==> config.mk <==
export PLATFORM = sky130hd
export DESIGN_NAME = pm_tmr
export DESIGN_NICKNAME = d
export VERILOG_FILES = /design/src/hw/pm_bus_pkg.sv /design/src/hw/pm_dev_pkg.sv /design/src/hw/pm_tmr.sv
export VERILOG_INCLUDE_DIRS = /design/src /design/src/hw
export SDC_FILE = /design/constraint.sdc
export NUM_CORES = 1
export LEC_CHECK = 0
export BUFFER_PORTS_ARGS = -buffer_cell sky130_fd_sc_hd__buf_2
export CAP_MARGIN = 20
export CORE_MARGIN = 2
export CORE_UTILIZATION = 55
export DETAILED_ROUTE_END_ITERATION = 7
export GPL_ROUTABILITY_DRIVEN = 0
export GPL_TIMING_DRIVEN = 0
export PLACE_DENSITY = 0.84
export SYNTH_ARGS = -nofsm -noshare
export SYNTH_HDL_FRONTEND = slang
export SYNTH_SLANG_ARGS = --single-unit
==> constraint.sdc <==
create_clock -name clk -period 3.28 [get_ports clk]
set_clock_uncertainty 0.05 [all_clocks]
set_input_delay 0.656 -clock clk [delete_from_list [all_inputs] [get_ports clk]]
set_output_delay 0.656 -clock clk [all_outputs]
set_load 0.02 [all_outputs]
==> src/hw/pm_settings.svh <==
// Build constants for the fabric and PM_SIM must be cleared for hardware builds
`ifndef PM_SETTINGS_SVH
`define PM_SETTINGS_SVH

// Data RAM of 4 KB
`define PM_RAM_WORDS        1024
`define PM_RAM_ADR_W        10

// Address map
`define PM_REGION_RAM       2'b10
`define PM_REGION_PERIPH    2'b11
`define PM_DEV_PIO          4'd1
`define PM_DEV_TMR          4'd2
`define PM_DEV_IRQ          4'd3

`define PM_BEAT             125     // Clocks per timer beat

// Version shown in the PIO
`define PM_HW_VER_MAJOR     8'd1
`define PM_HW_VER_MINOR     8'd0

// Flags seen by the software on the PIO input word
`define PM_SIM              1
`define PM_SPL              2
`define PM_PIO_IN_W         8
`define PM_PIO_OUT_W        8

`endif

==> src/hw/pm_bus_pkg.sv <==
// Bus types assume 16-bit byte addresses, 32-bit words and a RAM below 16 KB
`include "pm_settings.svh"

package pm_bus_pkg;

    // Address seen as a RAM word
    typedef struct packed {
        logic [1:0]                     region;
        logic [11-`PM_RAM_ADR_W:0]      unused;
        logic [`PM_RAM_ADR_W-1:0]       word;
        logic [1:0]                     ofs;
    } pm_ram_view_t;

    // Same address seen as a device register
    typedef struct packed {
        logic [1:0] region;
        logic [1:0] unused_hi;
        logic [3:0] dev;        // Bits 11:8
        logic [2:0] unused_lo;
        logic [2:0] idx;        // Bits 4:2
        logic [1:0] ofs;
    } pm_per_view_t;

    typedef union packed {
        pm_ram_view_t ram;
        pm_per_view_t per;
    } pm_adr_t;

    // Core data port
    typedef struct packed {
        logic        wr;
        pm_adr_t     wr_adr;
        logic        rd;
        pm_adr_t     rd_adr;
        logic [3:0]  strb;
        logic [31:0] dat;
    } pm_core_req_t;

    // Local bus towards one device
    typedef struct packed {
        logic        wr;
        logic        rd;
        logic [2:0]  adr;
        logic [31:0] dat;
    } pm_lb_t;

    typedef enum logic [2:0] {src_none, src_ram, src_pio, src_tmr, src_irq} pm_src_t;

endpackage

==> src/hw/pm_dev_pkg.sv <==
// Register indices are word offsets inside each 256-byte device slot
package pm_dev_pkg;

    typedef enum logic [2:0] {
        pio_version = 3'd0,
        pio_input   = 3'd1,
        pio_output  = 3'd2,
        pio_mask    = 3'd3
    } pm_pio_reg_t;

    typedef enum logic [2:0] {
        tmr_count   = 3'd0,
        tmr_alarm   = 3'd1,
        tmr_control = 3'd2
    } pm_tmr_reg_t;

    typedef enum logic [2:0] {
        irq_pending = 3'd0,
        irq_enable  = 3'd1
    } pm_irq_reg_t;

    // Bit 0 PIO, bit 1 timer, bits 3:2 external
    typedef struct packed {
        logic [1:0] ext;
        logic       tmr;
        logic       pio;
    } pm_irq_vec_t;

endpackage

==> src/hw/pm_tmr.sv <==
// Count wraps at 32 bits and a COUNT write in a beat cycle overrides the increment
`timescale 1ns/1ps
`include "pm_settings.svh"

module pm_tmr
    import pm_bus_pkg::*, pm_dev_pkg::*;
#(
    parameter int beat_div = `PM_BEAT      // Clocks per beat
)
(
    input  logic         clk,
    input  logic         rst_n,
    input  pm_lb_t       lb,
    output logic [31:0]  dout,
    output logic         irq_pulse
);

    localparam int pre_w = $clog2(beat_div + 1);

    logic [pre_w-1:0] pre;
    logic             beat;
    logic             en;
    logic [31:0]      count;
    logic [31:0]      count_nxt;
    logic [31:0]      alarm;

    assign beat      = en && (pre == pre_w'(beat_div - 1));
    assign count_nxt = count + 32'd1;

    always_ff @(posedge clk or negedge rst_n)
    begin
        if (!rst_n)
        begin
            pre       <= '0;
            en        <= 1'b0;
            count     <= '0;
            alarm     <= '0;
            irq_pulse <= 1'b0;
        end
        else
        begin
            if (!en || beat)
                pre <= '0;      // Restart each beat and while stopped
            else
                pre <= pre + 1'b1;
            irq_pulse <= beat && (count_nxt == alarm);
            if (lb.wr && (lb.adr == tmr_count))
                count <= lb.dat;
            else if (beat)
                count <= count_nxt;
            if (lb.wr && (lb.adr == tmr_alarm))
                alarm <= lb.dat;
            if (lb.wr && (lb.adr == tmr_control))
                en <= lb.dat[0];
        end
    end

    always_ff @(posedge clk)
    begin
        if (lb.rd)
        begin
            case (lb.adr)
                tmr_count   : dout <= count;
                tmr_alarm   : dout <= alarm;
                tmr_control : dout <= {31'h0, en};
                default     : dout <= '0;
            endcase
        end
    end

endmodule

==> results.py <==
metrics = {
    "clock_tree": {
        "cts.sinks": 105,
        "cts_tree": "done",
        "htreeDepth": 3,
        "clockBufferDepth": 2,
        "hold_buffers": 0,
        "cts_buffers": 9,
        "cts.repair.resized": 0,
        "cts.clk_slew.worst_paths_ps": 100,
        "root_buffer": "clkbuf_8",
        "post_cts_buffers": 0,
        "clock_latency_ps": 390,
    },
    "floorplanning": {
        "rows": 36,
        "die-area_um2": 10900,
        "coreArea_um2": 9820,
        "die_h_um": 105,
        "start_util": 0.567,
        "die_x_um": 105,
        "ios": 72,
    },
    "flow_run": {
        "cap_violations": 0,
    },
    "pwr": {
        "total_leakage_power_nw": 2.42,
        "pwr_density_cell_nw_per_um2": 549,
        "p_clk_frac": 0.217,
        "pwr-share-seq": 0.510,
        "p_int_mw": 2.28,
        "finalPower_mw": 3.44,
        "p_sw_frac": 0.336,
        "combPwrFrac": 0.273,
        "switchingPower_mw": 1.16,
        "irDropWorstVdd_mv": 0.254,
    },
    "cells_and_area": {
        "final_cell_mix": "buf_2, dfrtp_1, xnor2_1, nand2_1",
        "layout_commonest_cell": "buf_2",
        "design_area_um2": 6270,
        "n_antenna_cell": 0,
        "area_growth_pct": 12.6,
        "fin_nets": 647,
        "final_util": 0.639,
        "fin_cells": 743,
        "drive_above_1_share": 0.223,
    },
    "global_route": {
        "grt_max_degree": 74,
        "gr-total-overflow": 0,
        "antenna_found_initial": 0,
        "grt_use_total": 0.254,
        "grt_pass1_wl_um": 21700,
        "grt_pass1_vias": 4399,
    },
    "setup_path": {
        "crit_path_max_incr_delay_ps": 560,
        "crit_chain": "ha_1 > nand3_2 > or4_1 > clkbuf_1 > or3_1 > a22oi_1 > and3_1 > nand4_1 > nor4_1",
        "crit_type": "register to register",
        "crit_arrival_ps": 3340,
        "worstPathRequired_ps": 3490,
        "rrSetupSlack_ps": 150,
        "cpMaxStageDelayCell": "or4_1",
        "worstSetupStartpointType": "register",
        "r2r-start": "count[0]",
        "r2r-end": "irq_pulse",
        "r2r_cells": 9,
        "crit_fanout": 8,
        "cp-end-kind": "register",
    },
    "placed_design": {
        "place_area_um2": 6090,
        "io_buffer_count": 71,
        "dp_cells": 727,
        "dp_hpwl_um": 9160,
    },
    "synthesis": {
        "avgSynthCellArea_um2": 10.7,
        "async_reset_ff_frac": 0.695,
        "netlist_top_cells_area": "dfrtp_1, edfxtp_1, xnor2_1",
        "ys_ff_latch": 105,
        "synth_nets": 565,
        "yosysSeqAreaShare": 0.500,
        "netlist_instances": 523,
        "synth_warnings": 0,
        "synth.top_cell.area_share": 0.328,
        "synth-main-ff-cell": "dfrtp_1",
        "synth_area_um2": 5570,
        "yosys.area.top_type": "dfrtp_1",
        "synth_edf_count": 32,
        "ys_types": 46,
    },
    "detailed_routing": {
        "vias_per_cell": 5.90,
        "avgRoutedWirePerCell_um": 17.9,
        "vias": 4381,
        "drt-pass1-iter-count": 5,
        "totalWireLength_um": 13300,
        "drc": 0,
        "postRouteAntennaNets": 0,
        "drtIter0Drc": 390,
    },
    "sta": {
        "post-route-period-util": 0.953,
        "hold_violations": 0,
        "finalMaxSlewViolations": 0,
        "max_freq_mhz": 320,
        "min_period_ps": 3130,
        "worst_pin_slew_ps": 929,
        "max_slew_margin": 0.381,
        "setup_viol": 0,
        "rsz0062_at_grt": "false",
        "timing.setup.tns_ps": 0,
    },
    "run_status": {
        "status": "completed",
    },
    "worst_hold_path": {
        "hold_class": "input port to asynchronous set/reset pin",
    },
}
==> final cells by class <==
cell class | instances | area [µm²]
plain buffers | 39 | 163
inverters | 8 | 30.0
multi-input cells | 371 | 2600
fillers | 819 | 3550
repair buffers | 71 | 358
flip-flops and latches | 105 | 2790
clock buffers | 11 | 141
clock inverters | 5 | 31.3
well taps | 133 | 166
==> per-layer routing <==
layer  vias up  routed length (µm)  track usage
met5         -                   0            0
met4         0                 552        0.141
met3        47                 984       0.0543
met2       201                6200        0.387
met1      2126                5560        0.339
li1       2007                   -            -
==> synthesized netlist by cell type (17+ instances only) <==
master and count:
xnor2_1 55, xor2_1 33, a22o_1 31, nor2_1 30
nand4_1 18, clkbuf_1 28, dfrtp_1 73, o21ai_0 33
nand2_1 55, nor3_1 17, edfxtp_1 32, mux2_2 33
==> power by group through the flow <==
| stage | logic (mW) | clock network (mW) | registers, mW |
|---|---|---|---|
| 6_report | 0.941 | 0.747 | 1.75 |
| 5_1_grt | 1.03 | 0.809 | 1.79 |
| 4_1_cts | 0.928 | 0.753 | 1.75 |
| 3_5_place_dp | 0.919 | 0 | 1.78 |
| 3_3_place_gp | 0.888 | 0 | 1.76 |
| 2_1_floorplan | 0.658 | 0 | 1.77 |
==> critical path, delay by kind of cell, from the launching register on <==
kind | cells | cell delay, ps
AND/OR/NAND/NOR | 6 | 1760
flip-flops | 1 | 480
adder cells (fa/ha/maj) | 1 | 280
buffers and inverters | 1 | 230
AO/OA/AOI/OAI | 1 | 220
==> worst max-delay path by stage <==
stage | startpoint | to | slack, ps
global route | count[0] | irq_pulse | 40
floorplan | count[0] | irq_pulse | 780
detailed placement | count[0] | irq_pulse | 220
CTS | count[0] | irq_pulse | 170
global placement | count[0] | irq_pulse | 220
finish | count[0] | irq_pulse | 150
==> per-stage QoR <==
| stage | setup slack, ps | hold WS, ps |
|---|---|---|
| after floorplan | 781 | 310 |
| after global placement | 225 | 449 |
| after detailed placement | 220 | 466 |
| after CTS | 175 | 392 |
| after global routing | 37.6 | 425 |
| final | 155 | 357 |
==> kinds of logic (layout without fill, tap and decap cells) <==
kind of cell	count (synthesis)	count (layout)	share of synthesized area
XOR/XNOR	88	88	0.138
adder cells (fa/ha/maj)	3	3	0.00674
buffers and inverters	47	134	0.0346
flip-flops	105	105	0.500
AO/OA/AOI/OAI	78	78	0.0957
multiplexers	35	35	0.0703
AND/OR/NAND/NOR	167	167	0.154
==> flip-flops by register name, summed over array words and instances (netlist names) <==
signal,cells
en,1
dout,32
count,32
irq_pulse,1
alarm,32
pre,7
Power figures use the tool's default switching activity.
