<file path="src/hw/pm_settings.svh">
// Build constants for the fabric and PM_SIM must be cleared for hardware builds
`ifndef PM_SETTINGS_SVH
`define PM_SETTINGS_SVH

// Data RAM of 4 KB
`define PM_RAM_WORDS        1024
`define PM_RAM_ADR_W        10

// Address map
`define PM_REGION_RAM       2'b10
`define PM_REGION_PERIPH    2'b11
`define PM_DEV_PIO          4'd1
`define PM_DEV_TMR          4'd2
`define PM_DEV_IRQ          4'd3

`define PM_BEAT             125     // Clocks per timer beat

// Version shown in the PIO
`define PM_HW_VER_MAJOR     8'd1
`define PM_HW_VER_MINOR     8'd0

// Flags seen by the software on the PIO input word
`define PM_SIM              1
`define PM_SPL              2
`define PM_PIO_IN_W         8
`define PM_PIO_OUT_W        8

`endif

</file>
<file path="src/hw/pm_bus_pkg.sv">
// Bus types assume 16-bit byte addresses, 32-bit words and a RAM below 16 KB
`include "pm_settings.svh"

package pm_bus_pkg;

    // Address seen as a RAM word
    typedef struct packed {
        logic [1:0]                     region;
        logic [11-`PM_RAM_ADR_W:0]      unused;
        logic [`PM_RAM_ADR_W-1:0]       word;
        logic [1:0]                     ofs;
    } pm_ram_view_t;

    // Same address seen as a device register
    typedef struct packed {
        logic [1:0] region;
        logic [1:0] unused_hi;
        logic [3:0] dev;        // Bits 11:8
        logic [2:0] unused_lo;
        logic [2:0] idx;        // Bits 4:2
        logic [1:0] ofs;
    } pm_per_view_t;

    typedef union packed {
        pm_ram_view_t ram;
        pm_per_view_t per;
    } pm_adr_t;

    // Core data port
    typedef struct packed {
        logic        wr;
        pm_adr_t     wr_adr;
        logic        rd;
        pm_adr_t     rd_adr;
        logic [3:0]  strb;
        logic [31:0] dat;
    } pm_core_req_t;

    // Local bus towards one device
    typedef struct packed {
        logic        wr;
        logic        rd;
        logic [2:0]  adr;
        logic [31:0] dat;
    } pm_lb_t;

    typedef enum logic [2:0] {src_none, src_ram, src_pio, src_tmr, src_irq} pm_src_t;

endpackage

</file>
<file path="src/hw/pm_dev_pkg.sv">
// Register indices are word offsets inside each 256-byte device slot
package pm_dev_pkg;

    typedef enum logic [2:0] {
        pio_version = 3'd0,
        pio_input   = 3'd1,
        pio_output  = 3'd2,
        pio_mask    = 3'd3
    } pm_pio_reg_t;

    typedef enum logic [2:0] {
        tmr_count   = 3'd0,
        tmr_alarm   = 3'd1,
        tmr_control = 3'd2
    } pm_tmr_reg_t;

    typedef enum logic [2:0] {
        irq_pending = 3'd0,
        irq_enable  = 3'd1
    } pm_irq_reg_t;

    // Bit 0 PIO, bit 1 timer, bits 3:2 external
    typedef struct packed {
        logic [1:0] ext;
        logic       tmr;
        logic       pio;
    } pm_irq_vec_t;

endpackage

</file>
<file path="src/hw/pm_pio.sv">
// Pins are sampled without a synchronizer so they must be stable to clk or resynchronized outside
`timescale 1ns/1ps
`include "pm_settings.svh"

module pm_pio
    import pm_bus_pkg::*, pm_dev_pkg::*;
(
    input  logic                      clk,
    input  logic                      rst_n,
    input  pm_lb_t                    lb,
    output logic [31:0]               dout,
    input  logic [`PM_PIO_IN_W-1:0]   pio_in,
    output logic [`PM_PIO_OUT_W-1:0]  pio_out,
    output logic                      irq_pulse
);

    logic [`PM_PIO_IN_W-1:0]  in_q;     // Sampled pins
    logic [`PM_PIO_IN_W-1:0]  in_prev;
    logic [`PM_PIO_IN_W-1:0]  mask;
    logic [`PM_PIO_OUT_W-1:0] out_q;

    always_ff @(posedge clk or negedge rst_n)
    begin
        if (!rst_n)
        begin
            in_q      <= '0;
            in_prev   <= '0;
            mask      <= '0;
            out_q     <= '0;
            irq_pulse <= 1'b0;
        end
        else
        begin
            in_q      <= pio_in;
            in_prev   <= in_q;
            irq_pulse <= |((in_q ^ in_prev) & mask);    // Any masked edge
            if (lb.wr && (lb.adr == pio_output))
                out_q <= lb.dat[`PM_PIO_OUT_W-1:0];
            if (lb.wr && (lb.adr == pio_mask))
                mask <= lb.dat[`PM_PIO_IN_W-1:0];
        end
    end

    always_ff @(posedge clk)
    begin
        if (lb.rd)
        begin
            case (lb.adr)
                pio_version : dout <= {16'h0, `PM_HW_VER_MAJOR, `PM_HW_VER_MINOR};
                // Four-symbols-per-lane flag in bit 1, simulation flag in bit 0
                pio_input   : dout <= 32'({in_q, (`PM_SPL == 4), (`PM_SIM != 0)});
                pio_output  : dout <= 32'(out_q);
                pio_mask    : dout <= 32'(mask);
                default     : dout <= '0;
            endcase
        end
    end

    assign pio_out = out_q;

endmodule

</file>
<file path="config.mk">
export PLATFORM = sky130hd
export DESIGN_NAME = pm_pio
export DESIGN_NICKNAME = d
export VERILOG_FILES = /design/src/hw/pm_bus_pkg.sv /design/src/hw/pm_dev_pkg.sv /design/src/hw/pm_pio.sv
export VERILOG_INCLUDE_DIRS = /design/src /design/src/hw
export SDC_FILE = /design/constraint.sdc
export NUM_CORES = 1
export LEC_CHECK = 0
export BUFFER_PORTS_ARGS = -buffer_cell sky130_fd_sc_hd__buf_2
export CAP_MARGIN = 15
export CORE_ASPECT_RATIO = 0.8
export CORE_MARGIN = 5
export CORE_UTILIZATION = 40
export CTS_CLUSTER_DIAMETER = 150
export CTS_CLUSTER_SIZE = 20
export DETAILED_ROUTE_END_ITERATION = 8
export PLACE_DENSITY = 0.8
export SLEW_MARGIN = 20
export SYNTH_ARGS = -nofsm -noshare
export SYNTH_HDL_FRONTEND = slang
export SYNTH_SLANG_ARGS = --single-unit
export TNS_END_PERCENT = 50
</file>
<file path="constraint.sdc">
create_clock -name clk -period 1.05 [get_ports clk]
set_input_delay 0.1575 -clock clk [delete_from_list [all_inputs] [get_ports clk]]
set_output_delay 0.1575 -clock clk [all_outputs]
set_load 0.05 [all_outputs]
</file>
==> impl_results.md <==
* Startpoint Class: flop
* CP cell instances: buf_6 -> xor2_1 -> a22oi_1 -> nand4_1
* Die Y at between 70 and 80 um
* Hold path start: lb[6]
* RR Endpoint: irq_pulse$_DFF_PN0_
* Final GP Congestion at 0.797
* Reg2reg start: in_q[2]$_DFF_PN0_
* Initial antenna violation count at 0
* DRT Pass-1 Iters at 4
* Tmin final at 1.14 ns
* First-pass GRT wire length at 6350 um
* Worst Setup End Kind: flop
* CP Data Arrival Time at 1.29 ns
* Starting Density at 0.410
* CTS max path bufs at 2
* Final cell utilization of the core at 0.569
* Mapped Area at 0.00186 mm^2
* Total global routing overflow at 0
* Hold Path Cell Cnt at 2
* DP HPWL at between 2000 and 3000 um
* Area share of the leading cell type in the synthesized netlist at 0.443
* PwrDens at 1770 mW/mm^2
* Core ar. at 0.00454 mm^2
* Area Growth Syn to Fin at 38.6%
* Top Family by Delay on Critical Path: flip-flops
* Nets at 256
* Setup WS post-layout at -0.0886 ns
* Dpl ws at -0.250 ns
* Std cell rows at 22
* Root buffer cell: clkbuf_8
* CTS H-Tree Depth at 2
* Worst hold path type: in -> reg
* Tcrit/Tclk final at 1.08
* Die ar. at 0.00613 mm^2
* IO Count at 88
* R2r setup slk at -0.09 ns
* Top post-synthesis cells by area: dfrtp_1 (44%), edfxtp_1 (16%), buf_4 (9.3%)
* Vias in the first global route at 1289
* Fmax at 0.878 GHz
* Setup TNS at -0.470 ns
* Mapped Cells at 129
* Status: finished with violations
* FF-to-FF path depth at 4
* WP data required at around 1.2 ns
* Final Skew at between 0.007 and 0.008 ns
* CP bufs+invs at 1
* Clock Latency Late Sink at approximately 0.3 ns
* Sequential-to-total area share from yosys stat at 0.604
* DRC errors left at 0
* RSZ-0062 raised after global routing: yes
* Final setup violation count at 7
* Sink Count at 43
* TritonCTS clock tree: done
* Area leader, netlist: dfrtp_1
* Worst-path clk slew at approximately 0.080 ns
* Post-synth cell types at 24
* Vias at 1208
* Leakage power at 1.23 nW
* CTS Buf Count at 5
* Chip Width at about 86 um
* Crit Path Class: reg -> reg
* Input/output buffers at a little over 40
* GRT Total Usage at 0.136
* Vias per cell at 4.47
* First DRT Iteration DRCs at 51
* Antenna Cells at 0
* Pins Over Slew Limit at 0
* CP max stage delay at 0.41 ns
* #FFs+latches synth at 43
* Antenna violation net count after detailed routing at 0
* Layout cell share with drive strength beyond 1 at 0.505
* Final wirelength at 4000 um
* Number of synthesis warnings at 0
* Largest net degree at the start of global routing at 34
* Failing checks: negative setup slack
* Mapped Avg Cell Area at 14.5 um^2
* Peak supply drop at a little over 0.0009 V
* Max Fanout on Critical Path at 2
* Worst hold path endpoint: pio_out[6]$_DFFE_PN0P_
* Fin. Hold Viols at 0
* CP max-delay cell: dfrtp_1
* Wire per inst at 14.8 um
* CP Depth at 4
* Max-cap violations at 0
==> cell usage after synthesis <==
| cell type | count |
|---|---|
| nor3b_1 | 1 |
| clkbuf_1 | 1 |
| buf_2 | 1 |
| conb_1 | 1 |
| and4bb_1 | 1 |
| dfrtp_1 | 33 |
| a211oi_1 | 1 |
| and2b_1 | 1 |
| inv_1 | 2 |
| nand4b_2 | 1 |
| a311oi_1 | 1 |
| mux2_2 | 14 |
| nor2_1 | 6 |
| buf_4 | 23 |
| nand4_1 | 1 |
| mux2i_1 | 1 |
| edfxtp_1 | 10 |
| buf_6 | 1 |
| nor3_1 | 1 |
| a22oi_1 | 10 |
| xor2_1 | 8 |
| nand2_1 | 1 |
| a21oi_1 | 1 |
| mux2_4 | 8 |
==> routing by layer <==
| layer | wire [um] | global-route usage | up-vias | share of wire |
|---|---|---|---|---|
| met5 | 0 | 0 | - | 0 |
| met4 | 57 | 0.0519 | 0 | 0.014 |
| met3 | 261 | 0.0384 | 7 | 0.065 |
| met2 | 1940 | 0.217 | 38 | 0.49 |
| met1 | 1740 | 0.175 | 592 | 0.44 |
| li1 | - | - | 571 | - |
==> metrics by stage <==
step,std cells,hold WS (ns),power (W),instance area (um^2)
2_1_floorplan,150,-0.138,0.00300,1950
3_3_place_gp,244,0.125,0.00330,2200
5_1_grt,270,0.0994,0.00476,2580
3_5_place_dp,244,0.126,0.00333,2200
4_1_cts,265,0.104,0.00449,2500
6_report,270,0.111,0.00457,2580
==> kinds of logic after synthesis <==
kind of cell / count (synthesis) / share of synthesized area
buffers and inverters: 28 / 0.107
muxes: 23 / 0.154
and+or+nand+nor: 13 / 0.0429
other: 1 / 0.00201
AOI/OAI and AO/OA: 13 / 0.0517
xor gates and xnor gates: 8 / 0.0376
DFF: 43 / 0.604
==> cell usage in the layout (no fill, tap or decap), drive strengths merged, types with 2 or more instances in the layout <==
cell type	n
buf	68
dfrtp	33
conb	22
mux2	22
edfxtp	10
a22oi	10
dlygate4sd3	9
xor2	8
clkbuf	7
nor2	6
inv	2
clkinv	2
==> layout make-up <==
| cell class | count | area (um^2) |
|---|---|---|
| Multi-Input combinational cell | 79 | 667 |
| Sequential cell | 43 | 1130 |
| Inverter | 2 | 7.51 |
| Fill cell | 389 | 1960 |
| Clock inverter | 2 | 7.51 |
| Timing Repair Buffer | 78 | 624 |
| Tap cell | 60 | 75.1 |
| Clock buffer | 6 | 72.6 |
==> where the power goes <==
group | total (W) | switching, W | internal [W] | leakage [nW]
Combinational | 0.00151 | 0.000861 | 0.000652 | 0.698
Clock | 0.000976 | 0.000523 | 0.000453 | 0.0403
Sequential | 0.00208 | 0.000149 | 0.00193 | 0.488
==> sequential cells by signal, summed over array words and instances, names as in the netlist <==
register   flops
mask           8
in_prev        8
in_q           8
pio_out        8
dout          10
irq_pulse      1
==> repair_timing <==
item | CTS | global route
pin swaps | 3 | 1
hold buffers | 9 | 0
setup endpoints to repair | 17 | 31
endpoints found under the hold margin | 41 | 0
buffers inserted | 4 | 5
gates resized for setup | 27 | 17
cloned | 0 | 0
==> worst max-delay path by stage <==
stage / start / endpoint / slack, ns
floorplan: in_q[2]$_DFF_PN0_ / dout[4]$_DFFE_PP_ / -0.04
global placement: lb[33] / mask[3]$_DFFE_PN0P_ / -0.21
detailed placement: lb[33] / mask[1]$_DFFE_PN0P_ / -0.25
CTS: in_q[0]$_DFF_PN0_ / irq_pulse$_DFF_PN0_ / -0.09
global route: in_q[2]$_DFF_PN0_ / irq_pulse$_DFF_PN0_ / -0.16
finish: in_q[2]$_DFF_PN0_ / irq_pulse$_DFF_PN0_ / -0.09
(Power assumes the default switching activity.)
