--- config.mk ---
export PLATFORM = sky130hd
export DESIGN_NAME = pm_irq
export DESIGN_NICKNAME = d
export VERILOG_FILES = /design/src/hw/pm_bus_pkg.sv /design/src/hw/pm_dev_pkg.sv /design/src/hw/pm_irq.sv
export VERILOG_INCLUDE_DIRS = /design/src /design/src/hw
export SDC_FILE = /design/constraint.sdc
export NUM_CORES = 1
export LEC_CHECK = 0
export BUFFER_PORTS_ARGS = -buffer_cell sky130_fd_sc_hd__buf_2
export CELL_PAD_IN_SITES_DETAIL_PLACEMENT = 0
export CELL_PAD_IN_SITES_GLOBAL_PLACEMENT = 1
export CORE_ASPECT_RATIO = 0.8
export CORE_MARGIN = 2
export CORE_UTILIZATION = 24
export CTS_CLUSTER_SIZE = 10
export DETAILED_ROUTE_END_ITERATION = 16
export GPL_ROUTABILITY_DRIVEN = 0
export HOLD_SLACK_MARGIN = 0.02
export PLACE_DENSITY_LB_ADDON = 0.3
export SYNTH_ARGS = -nofsm -noshare
export SYNTH_HDL_FRONTEND = slang
export SYNTH_SLANG_ARGS = --single-unit
--- constraint.sdc ---
create_clock -name clk -period 1.15 [get_ports clk]
set_clock_uncertainty 0.15 [all_clocks]
set_input_delay 0.0575 -clock clk [delete_from_list [all_inputs] [get_ports clk]]
set_output_delay 0.0575 -clock clk [all_outputs]
set_load 0.005 [all_outputs]
--- src/hw/pm_settings.svh ---
// Build constants for the fabric and PM_SIM must be cleared for hardware builds
`ifndef PM_SETTINGS_SVH
`define PM_SETTINGS_SVH

// Data RAM of 4 KB
`define PM_RAM_WORDS        1024
`define PM_RAM_ADR_W        10

// Address map
`define PM_REGION_RAM       2'b10
`define PM_REGION_PERIPH    2'b11
`define PM_DEV_PIO          4'd1
`define PM_DEV_TMR          4'd2
`define PM_DEV_IRQ          4'd3

`define PM_BEAT             125     // Clocks per timer beat

// Version shown in the PIO
`define PM_HW_VER_MAJOR     8'd1
`define PM_HW_VER_MINOR     8'd0

// Flags seen by the software on the PIO input word
`define PM_SIM              1
`define PM_SPL              2
`define PM_PIO_IN_W         8
`define PM_PIO_OUT_W        8

`endif

--- src/hw/pm_bus_pkg.sv ---
// Bus types assume 16-bit byte addresses, 32-bit words and a RAM below 16 KB
`include "pm_settings.svh"

package pm_bus_pkg;

    // Address seen as a RAM word
    typedef struct packed {
        logic [1:0]                     region;
        logic [11-`PM_RAM_ADR_W:0]      unused;
        logic [`PM_RAM_ADR_W-1:0]       word;
        logic [1:0]                     ofs;
    } pm_ram_view_t;

    // Same address seen as a device register
    typedef struct packed {
        logic [1:0] region;
        logic [1:0] unused_hi;
        logic [3:0] dev;        // Bits 11:8
        logic [2:0] unused_lo;
        logic [2:0] idx;        // Bits 4:2
        logic [1:0] ofs;
    } pm_per_view_t;

    typedef union packed {
        pm_ram_view_t ram;
        pm_per_view_t per;
    } pm_adr_t;

    // Core data port
    typedef struct packed {
        logic        wr;
        pm_adr_t     wr_adr;
        logic        rd;
        pm_adr_t     rd_adr;
        logic [3:0]  strb;
        logic [31:0] dat;
    } pm_core_req_t;

    // Local bus towards one device
    typedef struct packed {
        logic        wr;
        logic        rd;
        logic [2:0]  adr;
        logic [31:0] dat;
    } pm_lb_t;

    typedef enum logic [2:0] {src_none, src_ram, src_pio, src_tmr, src_irq} pm_src_t;

endpackage

--- src/hw/pm_dev_pkg.sv ---
// Register indices are word offsets inside each 256-byte device slot
package pm_dev_pkg;

    typedef enum logic [2:0] {
        pio_version = 3'd0,
        pio_input   = 3'd1,
        pio_output  = 3'd2,
        pio_mask    = 3'd3
    } pm_pio_reg_t;

    typedef enum logic [2:0] {
        tmr_count   = 3'd0,
        tmr_alarm   = 3'd1,
        tmr_control = 3'd2
    } pm_tmr_reg_t;

    typedef enum logic [2:0] {
        irq_pending = 3'd0,
        irq_enable  = 3'd1
    } pm_irq_reg_t;

    // Bit 0 PIO, bit 1 timer, bits 3:2 external
    typedef struct packed {
        logic [1:0] ext;
        logic       tmr;
        logic       pio;
    } pm_irq_vec_t;

endpackage

--- src/hw/pm_irq.sv ---
// Requests are single-cycle pulses and a request in the clear cycle keeps its bit pending
`timescale 1ns/1ps

module pm_irq
    import pm_bus_pkg::*, pm_dev_pkg::*;
(
    input  logic         clk,
    input  logic         rst_n,
    input  pm_lb_t       lb,
    output logic [31:0]  dout,
    input  pm_irq_vec_t  req,
    output logic         irq
);

    logic [3:0] pending;
    logic [3:0] enable;
    logic [3:0] clr;

    // Write one to clear
    assign clr = (lb.wr && (lb.adr == irq_pending)) ? lb.dat[3:0] : 4'h0;

    always_ff @(posedge clk or negedge rst_n)
    begin
        if (!rst_n)
        begin
            pending <= '0;
            enable  <= '0;
            irq     <= 1'b0;
        end
        else
        begin
            pending <= (pending & ~clr) | req;      // Request wins over clear
            irq     <= |(pending & enable);
            if (lb.wr && (lb.adr == irq_enable))
                enable <= lb.dat[3:0];
        end
    end

    always_ff @(posedge clk)
    begin
        if (lb.rd)
        begin
            case (lb.adr)
                irq_pending : dout <= {28'h0, pending};
                irq_enable  : dout <= {28'h0, enable};
                default     : dout <= '0;
            endcase
        end
    end

endmodule

==> impl_table.tex <==
\begin{tabular}{lr}
\hline
Metric & Value \\
\hline
\multicolumn{2}{l}{\textbf{Setup path}} \\
\quad Type of element launching the critical path & register \\
\quad CP Data Required Time & 0.99 ns \\
\quad Critical path's largest stage delay & 0.40 ns \\
\quad Library cell contributing the largest single delay on the critical path & sky130\_fd\_sc\_hd\_\_dfrtp\_1 \\
\quad Largest fanout on the critical path & 3 \\
\quad Critical-path cell list & mux2i\_1 > nor3\_1 \\
\quad Critical Path AT & 0.88 ns \\
\quad Kind of end point of the critical path & register \\
\quad Kind of cell with the highest combined delay on the critical path & flip-flops \\
\quad Critical path type & reg -> reg \\
\quad Buffers and inverters on the worst path & 0 \\
\multicolumn{2}{l}{\textbf{Layout}} \\
\quad Leading cell types in the layout, fill and taps excluded & 28 x sky130\_fd\_sc\_hd\_\_conb\_1, 19 x sky130\_fd\_sc\_hd\_\_buf\_2, 10 x sky130\_fd\_sc\_hd\_\_dlygate4sd3\_1 \\
\quad Fraction of final layout cells with drive strength greater than 1 & 0.306 \\
\quad Post-route cell area & 0.00100 mm² \\
\quad Final layout net count & 152 \\
\quad Count of inserted antenna diode cells & 0 \\
\quad Most frequent standard cell in the layout excluding fill and tap cells & sky130\_fd\_sc\_hd\_\_conb\_1 \\
\quad Layout-stage area growth over the synthesis result & 27.1\% \\
\multicolumn{2}{l}{\textbf{GRT}} \\
\quad Initial antenna violation count & 0 \\
\quad Maximum number of pins on one net before global-route repair & 10 \\
\quad First-pass GRT wire length & 2150 µm \\
\quad Remaining global-route overflow & 0 \\
\quad Global-route total usage across every layer & 0.0777 \\
\quad Vias in the first global route & 484 \\
\multicolumn{2}{l}{\textbf{Clock tree}} \\
\quad Worst-skew pair later-pin latency & 0.24 ns \\
\quad Clock tree buffer depth & 2 \\
\quad TritonCTS clock tree & built \\
\quad CTS root buffer & sky130\_fd\_sc\_hd\_\_clkbuf\_8 \\
\quad Resized Gates After CTS & 0 \\
\quad Level count of the clock H-tree & 1 \\
\quad Number of clock buffers inserted by TritonCTS & 3 \\
\quad Register clock-pin slew on the reported worst setup and hold paths & 0.05 ns \\
\quad CTS sink cnt & 13 \\
\multicolumn{2}{l}{\textbf{Place}} \\
\quad Number of buffers added on ports & 19 \\
\quad Placed Area & 858 µm² \\
\quad Total half-perimeter wirelength after legalization and detailed placement & 1080 µm \\
\multicolumn{2}{l}{\textbf{Detailed routing}} \\
\quad Sum of routed wire length over all layers & 1360 µm \\
\quad Ratio of routed vias to standard cells & 3.57 \\
\quad Violation count after the first detailed-route iteration & 22 \\
\quad Routed len/inst & 9.19 µm \\
\quad Detailed-route via count & 528 \\
\quad DRT antenna net count & 0 \\
\quad DRC & 0 \\
\quad Detailed-routing iteration count for the pre-antenna-repair pass & 3 \\
\multicolumn{2}{l}{\textbf{Die}} \\
\quad DIE AREA & 0.00377 mm² \\
\quad Core area & 0.00311 mm² \\
\quad Effective utilization at floorplan & 0.254 \\
\quad Die height & 55.3 µm \\
\quad Floorplan die width & 68.1 µm \\
\quad Top-level port count & 76 \\
\quad Floorplan row count & 18 \\
\multicolumn{2}{l}{\textbf{Synthesis}} \\
\quad Share of the synthesized area in the top cell type & 0.285 \\
\quad Share of the yosys chip area belonging to registers & 0.437 \\
\quad Total standard cell area after synthesis & 790 µm² \\
\quad Leading post-synthesis cells by cell area & sky130\_fd\_sc\_hd\_\_dfrtp\_1 29\%, sky130\_fd\_sc\_hd\_\_buf\_4 27\%, sky130\_fd\_sc\_hd\_\_edfxtp\_1 15\%, sky130\_fd\_sc\_hd\_\_mux2\_4 7.6\%, sky130\_fd\_sc\_hd\_\_mux2i\_1 5.1\% \\
\quad Number of standard cells after synthesis & 72 \\
\quad Post-synthesis average cell area & 11.0 µm² \\
\quad Flop and latch count out of synthesis & 13 \\
\quad Count of different cell masters after synthesis & 15 \\
\quad Number of warning messages in the yosys log & 0 \\
\quad Post-synth top area cell & sky130\_fd\_sc\_hd\_\_dfrtp\_1 \\
\multicolumn{2}{l}{\textbf{Run status}} \\
\quad Status & finished clean \\
\multicolumn{2}{l}{\textbf{STA}} \\
\quad Peak Freq & 957 MHz \\
\quad Final period util & 0.908 \\
\quad Setup repair after global routing missed its margin & false \\
\quad Max Transition Viols Final & 0 \\
\quad Final hold violation count & 0 \\
\quad Min Clock Period, post-route & 1.04 ns \\
\quad Setup-failing EPs final & 0 \\
\quad Final-layout setup total negative slack & 0 ns \\
\multicolumn{2}{l}{\textbf{Pwr}} \\
\quad Power per cell area & 1170 mW/mm² \\
\quad Leakage Power & 0.000489 µW \\
\quad Max rail drop VDD & 356 µV \\
\multicolumn{2}{l}{\textbf{Worst hold path}} \\
\quad Worst min-delay path category & in -> async \\
\multicolumn{2}{l}{\textbf{Run}} \\
\quad Max Cap Violations & 0 \\
\hline
\end{tabular}
-- final cells by class --
cell class	count	area, µm²
inverter	4	15.0
multi-input combinational	53	315
timing repair buffer	34	233
clock buffer	4	45.0
tap	40	50.0
sequential	13	345
fill	342	2100
-- report_power, final --
part / internal [µW] / switching, µW
clock network: 243 / 146
registers: 531 / 33.1
logic: 128 / 92.0
-- synthesized netlist by cell type, drive strengths merged --
cell	instances
a22oi	2
a31oi	4
and4bb	1
buf	29
conb	1
dfrtp	9
edfxtp	4
inv	4
mux2	4
mux2i	4
nand2	1
nor2	4
nor3	4
nor4b	1
-- sequential cells by signal, indices dropped and copies added (netlist names) --
signal   flops
dout         4
enable       4
pending      4
irq          1
-- layer usage --
| layer | global-route usage | vias to the layer above | wire [µm] |
|---|---|---|---|
| li1 | - | 258 | - |
| met1 | 0.101 | 238 | 602 |
| met2 | 0.112 | 32 | 595 |
| met3 | 0.0428 | 0 | 163 |
| met4 | 0.0171 | 0 | 0 |
| met5 | 0 | - | 0 |
-- stage by stage --
| stage | power (µW) | hold WS, ns | utilization | setup slack, ns | cells |
|---|---|---|---|---|---|
| after CTS | 1190 | 0.0519 | 0.323 | 0.121 | 148 |
| final | 1170 | 0.0619 | 0.323 | 0.106 | 148 |
| after detailed placement | 766 | -0.231 | 0.276 | 0.00211 | 134 |
| after global routing | 1240 | 0.0766 | 0.323 | 0.0695 | 148 |
| after floorplan | 748 | -0.388 | - | 0.0636 | 99 |
| after global placement | 759 | -0.234 | 0.276 | 0.0101 | 134 |
-- cells by family (layout without fill, tap and decap cells) --
family | count (synthesis) | count (layout) | share of synthesized area
simple gates | 11 | 11 | 0.0887
flops | 13 | 13 | 0.437
compound gates | 6 | 6 | 0.0507
mux | 8 | 8 | 0.127
buf+inv | 33 | 42 | 0.292
other cells | 1 | 28 | 0.00475
-- repair_timing --
item                                    in CTS  in global routing
endpoints found under the setup margin       0                  0
hold endpoints to repair                    21                  0
hold buffers                                10                  0
buffers inserted                             0                  0
-- path summary, 6_finish.rpt --
path                            startpoint    endpoint  slack (ns)  cells after the start
worst max-delay path             enable[2]     dout[2]        0.11                      2
worst min-delay path                 rst_n  pending[3]        0.06                      2
worst max register to register   enable[2]     dout[2]        0.11                      2
worst min register to register   enable[3]   enable[3]        0.39                      1
max in group asynchronous            rst_n         irq        0.61                      2
min in group clk                    lb[33]     dout[1]        0.11                      3
No activity file was read; power rests on OpenSTA's default activity.
