**src/hw/pm_settings.svh**
```systemverilog
// Build constants for the fabric and PM_SIM must be cleared for hardware builds
`ifndef PM_SETTINGS_SVH
`define PM_SETTINGS_SVH

// Data RAM of 4 KB
`define PM_RAM_WORDS        1024
`define PM_RAM_ADR_W        10

// Address map
`define PM_REGION_RAM       2'b10
`define PM_REGION_PERIPH    2'b11
`define PM_DEV_PIO          4'd1
`define PM_DEV_TMR          4'd2
`define PM_DEV_IRQ          4'd3

`define PM_BEAT             125     // Clocks per timer beat

// Version shown in the PIO
`define PM_HW_VER_MAJOR     8'd1
`define PM_HW_VER_MINOR     8'd0

// Flags seen by the software on the PIO input word
`define PM_SIM              1
`define PM_SPL              2
`define PM_PIO_IN_W         8
`define PM_PIO_OUT_W        8

`endif

```
**src/hw/pm_bus_pkg.sv**
```systemverilog
// Bus types assume 16-bit byte addresses, 32-bit words and a RAM below 16 KB
`include "pm_settings.svh"

package pm_bus_pkg;

    // Address seen as a RAM word
    typedef struct packed {
        logic [1:0]                     region;
        logic [11-`PM_RAM_ADR_W:0]      unused;
        logic [`PM_RAM_ADR_W-1:0]       word;
        logic [1:0]                     ofs;
    } pm_ram_view_t;

    // Same address seen as a device register
    typedef struct packed {
        logic [1:0] region;
        logic [1:0] unused_hi;
        logic [3:0] dev;        // Bits 11:8
        logic [2:0] unused_lo;
        logic [2:0] idx;        // Bits 4:2
        logic [1:0] ofs;
    } pm_per_view_t;

    typedef union packed {
        pm_ram_view_t ram;
        pm_per_view_t per;
    } pm_adr_t;

    // Core data port
    typedef struct packed {
        logic        wr;
        pm_adr_t     wr_adr;
        logic        rd;
        pm_adr_t     rd_adr;
        logic [3:0]  strb;
        logic [31:0] dat;
    } pm_core_req_t;

    // Local bus towards one device
    typedef struct packed {
        logic        wr;
        logic        rd;
        logic [2:0]  adr;
        logic [31:0] dat;
    } pm_lb_t;

    typedef enum logic [2:0] {src_none, src_ram, src_pio, src_tmr, src_irq} pm_src_t;

endpackage

```
**src/hw/pm_bus_decode.sv**
```systemverilog
// Purely combinational and accesses outside the RAM and the three devices are dropped
`timescale 1ns/1ps
`include "pm_settings.svh"

module pm_bus_decode
    import pm_bus_pkg::*;
(
    input  pm_core_req_t              core_req,
    output logic                      ram_wr,
    output logic                      ram_rd,
    output logic [`PM_RAM_ADR_W-1:0]  ram_wr_adr,
    output logic [`PM_RAM_ADR_W-1:0]  ram_rd_adr,
    output pm_lb_t                    pio_lb,
    output pm_lb_t                    tmr_lb,
    output pm_lb_t                    irq_lb,
    output pm_src_t                   rd_src
);

    logic per_wr;
    logic per_rd;

    // Register index follows the write address while that device is written
    function automatic pm_lb_t make_lb(input logic wr, input logic rd, input pm_core_req_t req);
        pm_lb_t lb;
        lb.wr  = wr;
        lb.rd  = rd;
        lb.adr = wr ? req.wr_adr.per.idx : req.rd_adr.per.idx;
        lb.dat = req.dat;
        return lb;
    endfunction

    assign ram_wr     = core_req.wr && (core_req.wr_adr.ram.region == `PM_REGION_RAM);
    assign ram_rd     = core_req.rd && (core_req.rd_adr.ram.region == `PM_REGION_RAM);
    assign ram_wr_adr = core_req.wr_adr.ram.word;
    assign ram_rd_adr = core_req.rd_adr.ram.word;

    assign per_wr = core_req.wr && (core_req.wr_adr.per.region == `PM_REGION_PERIPH);
    assign per_rd = core_req.rd && (core_req.rd_adr.per.region == `PM_REGION_PERIPH);

    assign pio_lb = make_lb(per_wr && (core_req.wr_adr.per.dev == `PM_DEV_PIO),
                            per_rd && (core_req.rd_adr.per.dev == `PM_DEV_PIO), core_req);
    assign tmr_lb = make_lb(per_wr && (core_req.wr_adr.per.dev == `PM_DEV_TMR),
                            per_rd && (core_req.rd_adr.per.dev == `PM_DEV_TMR), core_req);
    assign irq_lb = make_lb(per_wr && (core_req.wr_adr.per.dev == `PM_DEV_IRQ),
                            per_rd && (core_req.rd_adr.per.dev == `PM_DEV_IRQ), core_req);

    always_comb
    begin
        rd_src = src_none;      // Unmapped reads return zero
        if (ram_rd)
            rd_src = src_ram;
        else if (pio_lb.rd)
            rd_src = src_pio;
        else if (tmr_lb.rd)
            rd_src = src_tmr;
        else if (irq_lb.rd)
            rd_src = src_irq;
    end

endmodule

```
**config.mk**
```make
export PLATFORM = sky130hd
export DESIGN_NAME = pm_bus_decode
export DESIGN_NICKNAME = d
export VERILOG_FILES = /design/src/hw/pm_bus_pkg.sv /design/src/hw/pm_bus_decode.sv
export VERILOG_INCLUDE_DIRS = /design/src /design/src/hw
export SDC_FILE = /design/constraint.sdc
export NUM_CORES = 1
export LEC_CHECK = 0
export BUFFER_PORTS_ARGS = -buffer_cell sky130_fd_sc_hd__buf_2
export CAP_MARGIN = 0
export CELL_PAD_IN_SITES_DETAIL_PLACEMENT = 0
export CELL_PAD_IN_SITES_GLOBAL_PLACEMENT = 1
export CORE_ASPECT_RATIO = 1.2
export CORE_UTILIZATION = 17
export DETAILED_ROUTE_END_ITERATION = 7
export PLACE_DENSITY = 0.88
export SYNTH_ARGS = -nofsm -noshare
export SYNTH_HDL_FRONTEND = slang
export SYNTH_SLANG_ARGS = --single-unit
```
**constraint.sdc**
```tcl
create_clock -name vclk -period 2.6
set_input_delay 0.39 -clock vclk [all_inputs]
set_output_delay 0.39 -clock vclk [all_outputs]
set_load 0.02 [all_outputs]
```
==> results of run 1 <==
==> power by group <==
part           internal [W]  switching (W)  leakage, nW
logic             0.0000347      0.0000589        0.307
clock network             0              0            0
registers                 0              0            0
==> worst paths after layout <==
| path | startpoint | to | slack, ns | cells past startpoint |
|---|---|---|---|---|
| max | core_req[62] | pio_lb[33] | 0.68 | 5 |
| min | core_req[10] | irq_lb[10] | 0.78 | 0 |
==> cell type report <==
class	count	area [µm²]	share of cell area, %
inverter	2	7.507	1.183
multi-input combinational	28	250.2	39.45
tap	85	106.4	16.77
timing repair buffer	54	270.3	42.60
==> stage by stage <==
step / instance area [µm²] / util (%) / total power (W) / std cells
4_1_cts: 634.4 / 9.841 / 0.00009448 / 169
6_report: 634.4 / 9.841 / 0.00009367 / 169
2_1_floorplan: 1134 / - / 0.0002930 / 147
3_3_place_gp: 634.4 / 9.841 / 0.00009234 / 169
3_5_place_dp: 634.4 / 9.841 / 0.00009410 / 169
5_1_grt: 634.4 / 9.841 / 0.00009933 / 169
==> cell families (layout without fill, tap and decap cells) <==
family / count (synthesis) / in the layout / share of synthesized area [%]
buffers and inverters: 119 / 56 / 77.93
and+or+nand+nor: 17 / 17 / 12.14
muxes: 9 / 9 / 8.941
AOI/OAI and AO/OA: 2 / 2 / 0.9933
==> layout by cell type, fill, tap and decap left out, drive strengths merged <==
cell	count
nand3	1
nand2	4
o22ai	1
nor4	3
buf	54
or4b	1
mux2	9
nand3b	2
a21oi	1
nor3	3
inv	2
nor2	3
==> metal layers <==
metal  vias to the layer above  GRT usage [%]
li1                        225              -
met1                       207          1.856
met2                       102          10.59
met3                        40          3.819
met4                         0          5.609
met5                         -              0
==> critical path, delay by kind of cell <==
kind,cells,cell delay (ns)
buf+inv,2,0.28
simple gates,2,0.47
mux,1,0.38
==> results_dict.tcl, run 1 <==
set metrics [dict create \
    status "finished clean" \
    start_kind "input pin" \
    yosys.area.top_type "buf_4" \
    ir_drop_mv 0.05063 \
    leakagePower_nw 0.3068 \
    met1Wirelength_um 343 \
    worstSetupPathType "input pin to primary output" \
    antenna_found_initial 0 \
    post_drt_wl_per_cell_um 12.29 \
    grt-ovfl-total 0 \
    io_buffers 54 \
    timing.critical_path.mode_cell "buf_2" \
    setup_slack_ns 0.6814 \
    slew_headroom_pct 75.68 \
    ctsResizeCount 0 \
    drive_gt1_share_pct 79.76 \
    core_area_um2 6446 \
    synth.area.top_cells "buf_4, mux2_2, nor4_4, nor3_1, nand3b_1" \
    drt_iter0_markers 11 \
    finalSetupTns_ns 0 \
    path_cells "buf_2 > nand3b_1 > nor4_4 > mux2_2 > buf_2" \
    placementRows 32 \
    hold_class "input pin to primary output" \
    setup_viol 0 \
    avgSynthCellArea_um2 7.711 \
    ff_latch_area_um2 0 \
    fillCellCount 746 \
    min_period_ns 1.919 \
    rsz0062_at_grt "no" \
    ys_types 14 \
    ios 206 \
    nClkBuffers 0 \
    wl_met2_um 994 \
    pwr_density_cell_nw_per_um2 147.7 \
    dr_wl_met3_um 514 \
    grt_pass1_vias 539 \
    end_kind "primary output" \
    dieArea_um2 7000 \
    grt_max_degree 7 \
    die-width_um 76.55 \
    yosys_warnings 0 \
    critPathSlowestCell "mux2_2" \
    period_share_pct 73.79 \
    viasPerCell 3.396 \
    cpPeakStageDelay_ns 0.38 \
    num_antenna_cells 0 \
    synth_cells 147 \
    cp_max_fo 4 \
    flops_and_latches 0 \
    nets 156 \
    cp.arrival_ns 1.53 \
    cts_setup_buffers 0 \
    fmax_mhz 521.2 \
    drv_slew 0 \
    area_growth_syn_to_layout_pct -44.04 \
    ant_nets 0 \
    post-synth-top-count-cell "buf_4" \
    cts.hold.buffers_added 0 \
    crit_required_ns 2.21 \
    max-cap-violations 0 \
    die_h_um 91.45 \
    yosys.area.top_type_share_pct 76.82 \
    ys_seq_area_share_pct 0 \
    dr.max_layer_used "met4" \
    grt_usage_pct 5.157 \
    hold_viol_final 0 \
    syn_area_um2 1134 \
    gp_congestion 0.7718 \
    start_util_pct 17.59 \
    pre_cts_ws_ns 0.6606 \
    synth_commonest_cells "buf_4, mux2_2" \
    syn-num-nets 217 \
    vias 574 \
    wl_mm 2.077 \
    timing.hold.ws_ns 0.7800 \
    worst_pin_slew_ns 0.3620 \
    drcViolationCount 0 \
    grt_pass1_wl_mm 2.835 \
    drt_first_pass_iters 4 \
]
No activity file was read; power rests on OpenSTA's default activity.
==> run 2: changes to the inputs <==
- CORE_UTILIZATION: 17 -> 14
- PLACE_DENSITY: 0.88 -> 0.77
- clock period: 2.6 -> 1.7 ns (I/O delays scaled with it)
==> run 2 against run 1 <==
Net effect: core utilization decreased by 0.83 points; die area up 21%; critical path depth increased by 1; non-clock buffer count rose by 2; critical endpoint is now pio_lb[32]; count of clock-buffer cells in the layout is the same; worst hold slack worse by 0.27 ns; cell count grew 5.3%; the run now ends with design-rule violations left; total power is 63% higher; highest routed layer unchanged; global-route usage shrank 1.7 points; sequential cell count did not move; wire length down 12%.
==> results_dict.tcl, run 2 (same netlist as run 1, synthesis figures left out) <==
set metrics [dict create \
    status "complete, but fails checks" \
    violations "design-rule violations" \
    ant_nets 0 \
    nClkBuffers 0 \
    hold_viol_final 0 \
    drive_gt1_share_pct 80.23 \
    ir_drop_mv 0.09191 \
    critical_path.startpoint "core_req[62]" \
    drt_first_pass_iters 5 \
    path_cells "buf_8 > nand3b_1 > nor4_4 > buf_4 > mux2_4 > buf_6" \
    worstSetupPathType "input pin to primary output" \
    dpl.hpwl_mm 1.493 \
    final_common_cell "buf_2" \
    period_share_pct 98.57 \
    start_kind "input pin" \
    drcViolationCount 34 \
    cp.arrival_ns 1.42 \
    cpPeakStageDelay_ns 0.30 \
    cts.hold.buffers_added 0 \
    leakagePower_nw 0.3372 \
    viasPerCell 3.051 \
    fmax_mhz 596.7 \
    multi_input_area_um2 261.5 \
    setup_viol 0 \
    grt-ovfl-total 0 \
    ios 206 \
    place_inst 176 \
    gp_congestion 0.7018 \
    rsz0062_at_grt "yes" \
    timing.hold.ws_ns 0.5100 \
    grt_max_degree 7 \
    critPathSlowestCell "mux2_4" \
    die_h_um 100.6 \
    drt_iter0_markers 35 \
    p_total_w 0.0001529 \
    area_growth_syn_to_layout_pct -38.41 \
    antenna_found_initial 0 \
    pwr_density_cell_nw_per_um2 219.0 \
    cp_max_fo 4 \
    worst_pin_slew_ns 0.3396 \
    drv_slew 0 \
    crit_required_ns 1.44 \
    placementRows 35 \
    cp-endpoint "pio_lb[32]" \
    flops_and_latches 0 \
    grt_pass1_wl_mm 2.318 \
    ff_latch_area_um2 0 \
    max-cap-violations 0 \
    min_period_ns 1.676 \
    end_kind "primary output" \
    die-width_um 84.15 \
    layout_common_cells "buf_2, mux2_2" \
    num_antenna_cells 0 \
    start_util_pct 14.62 \
    slew_headroom_pct 77.19 \
    fin_cells 178 \
    core_area_um2 7751 \
    dieArea_um2 8462 \
    post_drt_wl_per_cell_um 10.33 \
    io_buffers 54 \
    nets 158 \
    fillCellCount 877 \
    hold_class "input pin to primary output" \
    grt_usage_pct 3.454 \
    vias 543 \
    wl_mm 1.838 \
    grt_pass1_vias 457 \
]
run 2: cell types whose count changed in the layout (fill, tap and decap cells not counted), sizes merged:
cell  before  now
buf       54   56
run 2: critical path: cells and delay by family:
family | cells | cell delay, ns
simple gates | 2 | 0.46
buf+inv | 3 | 0.40
mux | 1 | 0.30
run 2: through the flow:
stage	cell area, µm²	TNS [ns]	utilization (%)	setup slack, ns
final	698.2	0	9.007	0.02424
after global routing	698.2	-0.08022	9.007	-0.03008
after CTS	643.1	0	8.297	0.03034
after detailed placement	643.1	0	8.297	0.03661
after global placement	643.1	0	8.297	0.05010
after floorplan	1134	0	-	0.07172
run 2: worst min-delay path by stage:
| stage | end | slack, ns | start | depth (start not counted) |
|---|---|---|---|---|
| final | ram_rd_adr[4] | 0.51 | core_req[42] | 0 |
| after CTS | ram_wr_adr[4] | 0.51 | core_req[59] | 0 |
| after global placement | ram_wr_adr[4] | 0.51 | core_req[59] | 0 |
| after global routing | ram_rd_adr[4] | 0.51 | core_req[42] | 0 |
| after floorplan | irq_lb[36] | 0.56 | core_req[64] | 1 |
| after detailed placement | ram_wr_adr[4] | 0.51 | core_req[59] | 0 |
run 2: layout make-up:
class	instances	share of cell area (%)
repair buffers	56	44.98
multi-input cells	28	37.46
well taps	92	16.49
inverters	2	1.075
run 2: metal layers:
| layer | routed length (µm) | track usage (%) | vias to the layer above |
|---|---|---|---|
| li1 | - | - | 227 |
| met1 | 375 | 1.671 | 197 |
| met2 | 825 | 6.683 | 84 |
| met3 | 376 | 0.5733 | 35 |
| met4 | 261 | 6.897 | 0 |
| met5 | 0 | 0 | - |
run 2: power by group:
part	total, W	leakage, nW	internal [W]	switching [W]
combinational	0.000153	0.337	0.0000625	0.0000904
clock	0	0	0	0
sequential	0	0	0	0
run 2: what timing repair did:
item,in CTS,in global routing
endpoints found under the hold margin,0,0
setup endpoints to repair,0,3
buffers inserted,0,2
resized for setup,0,12
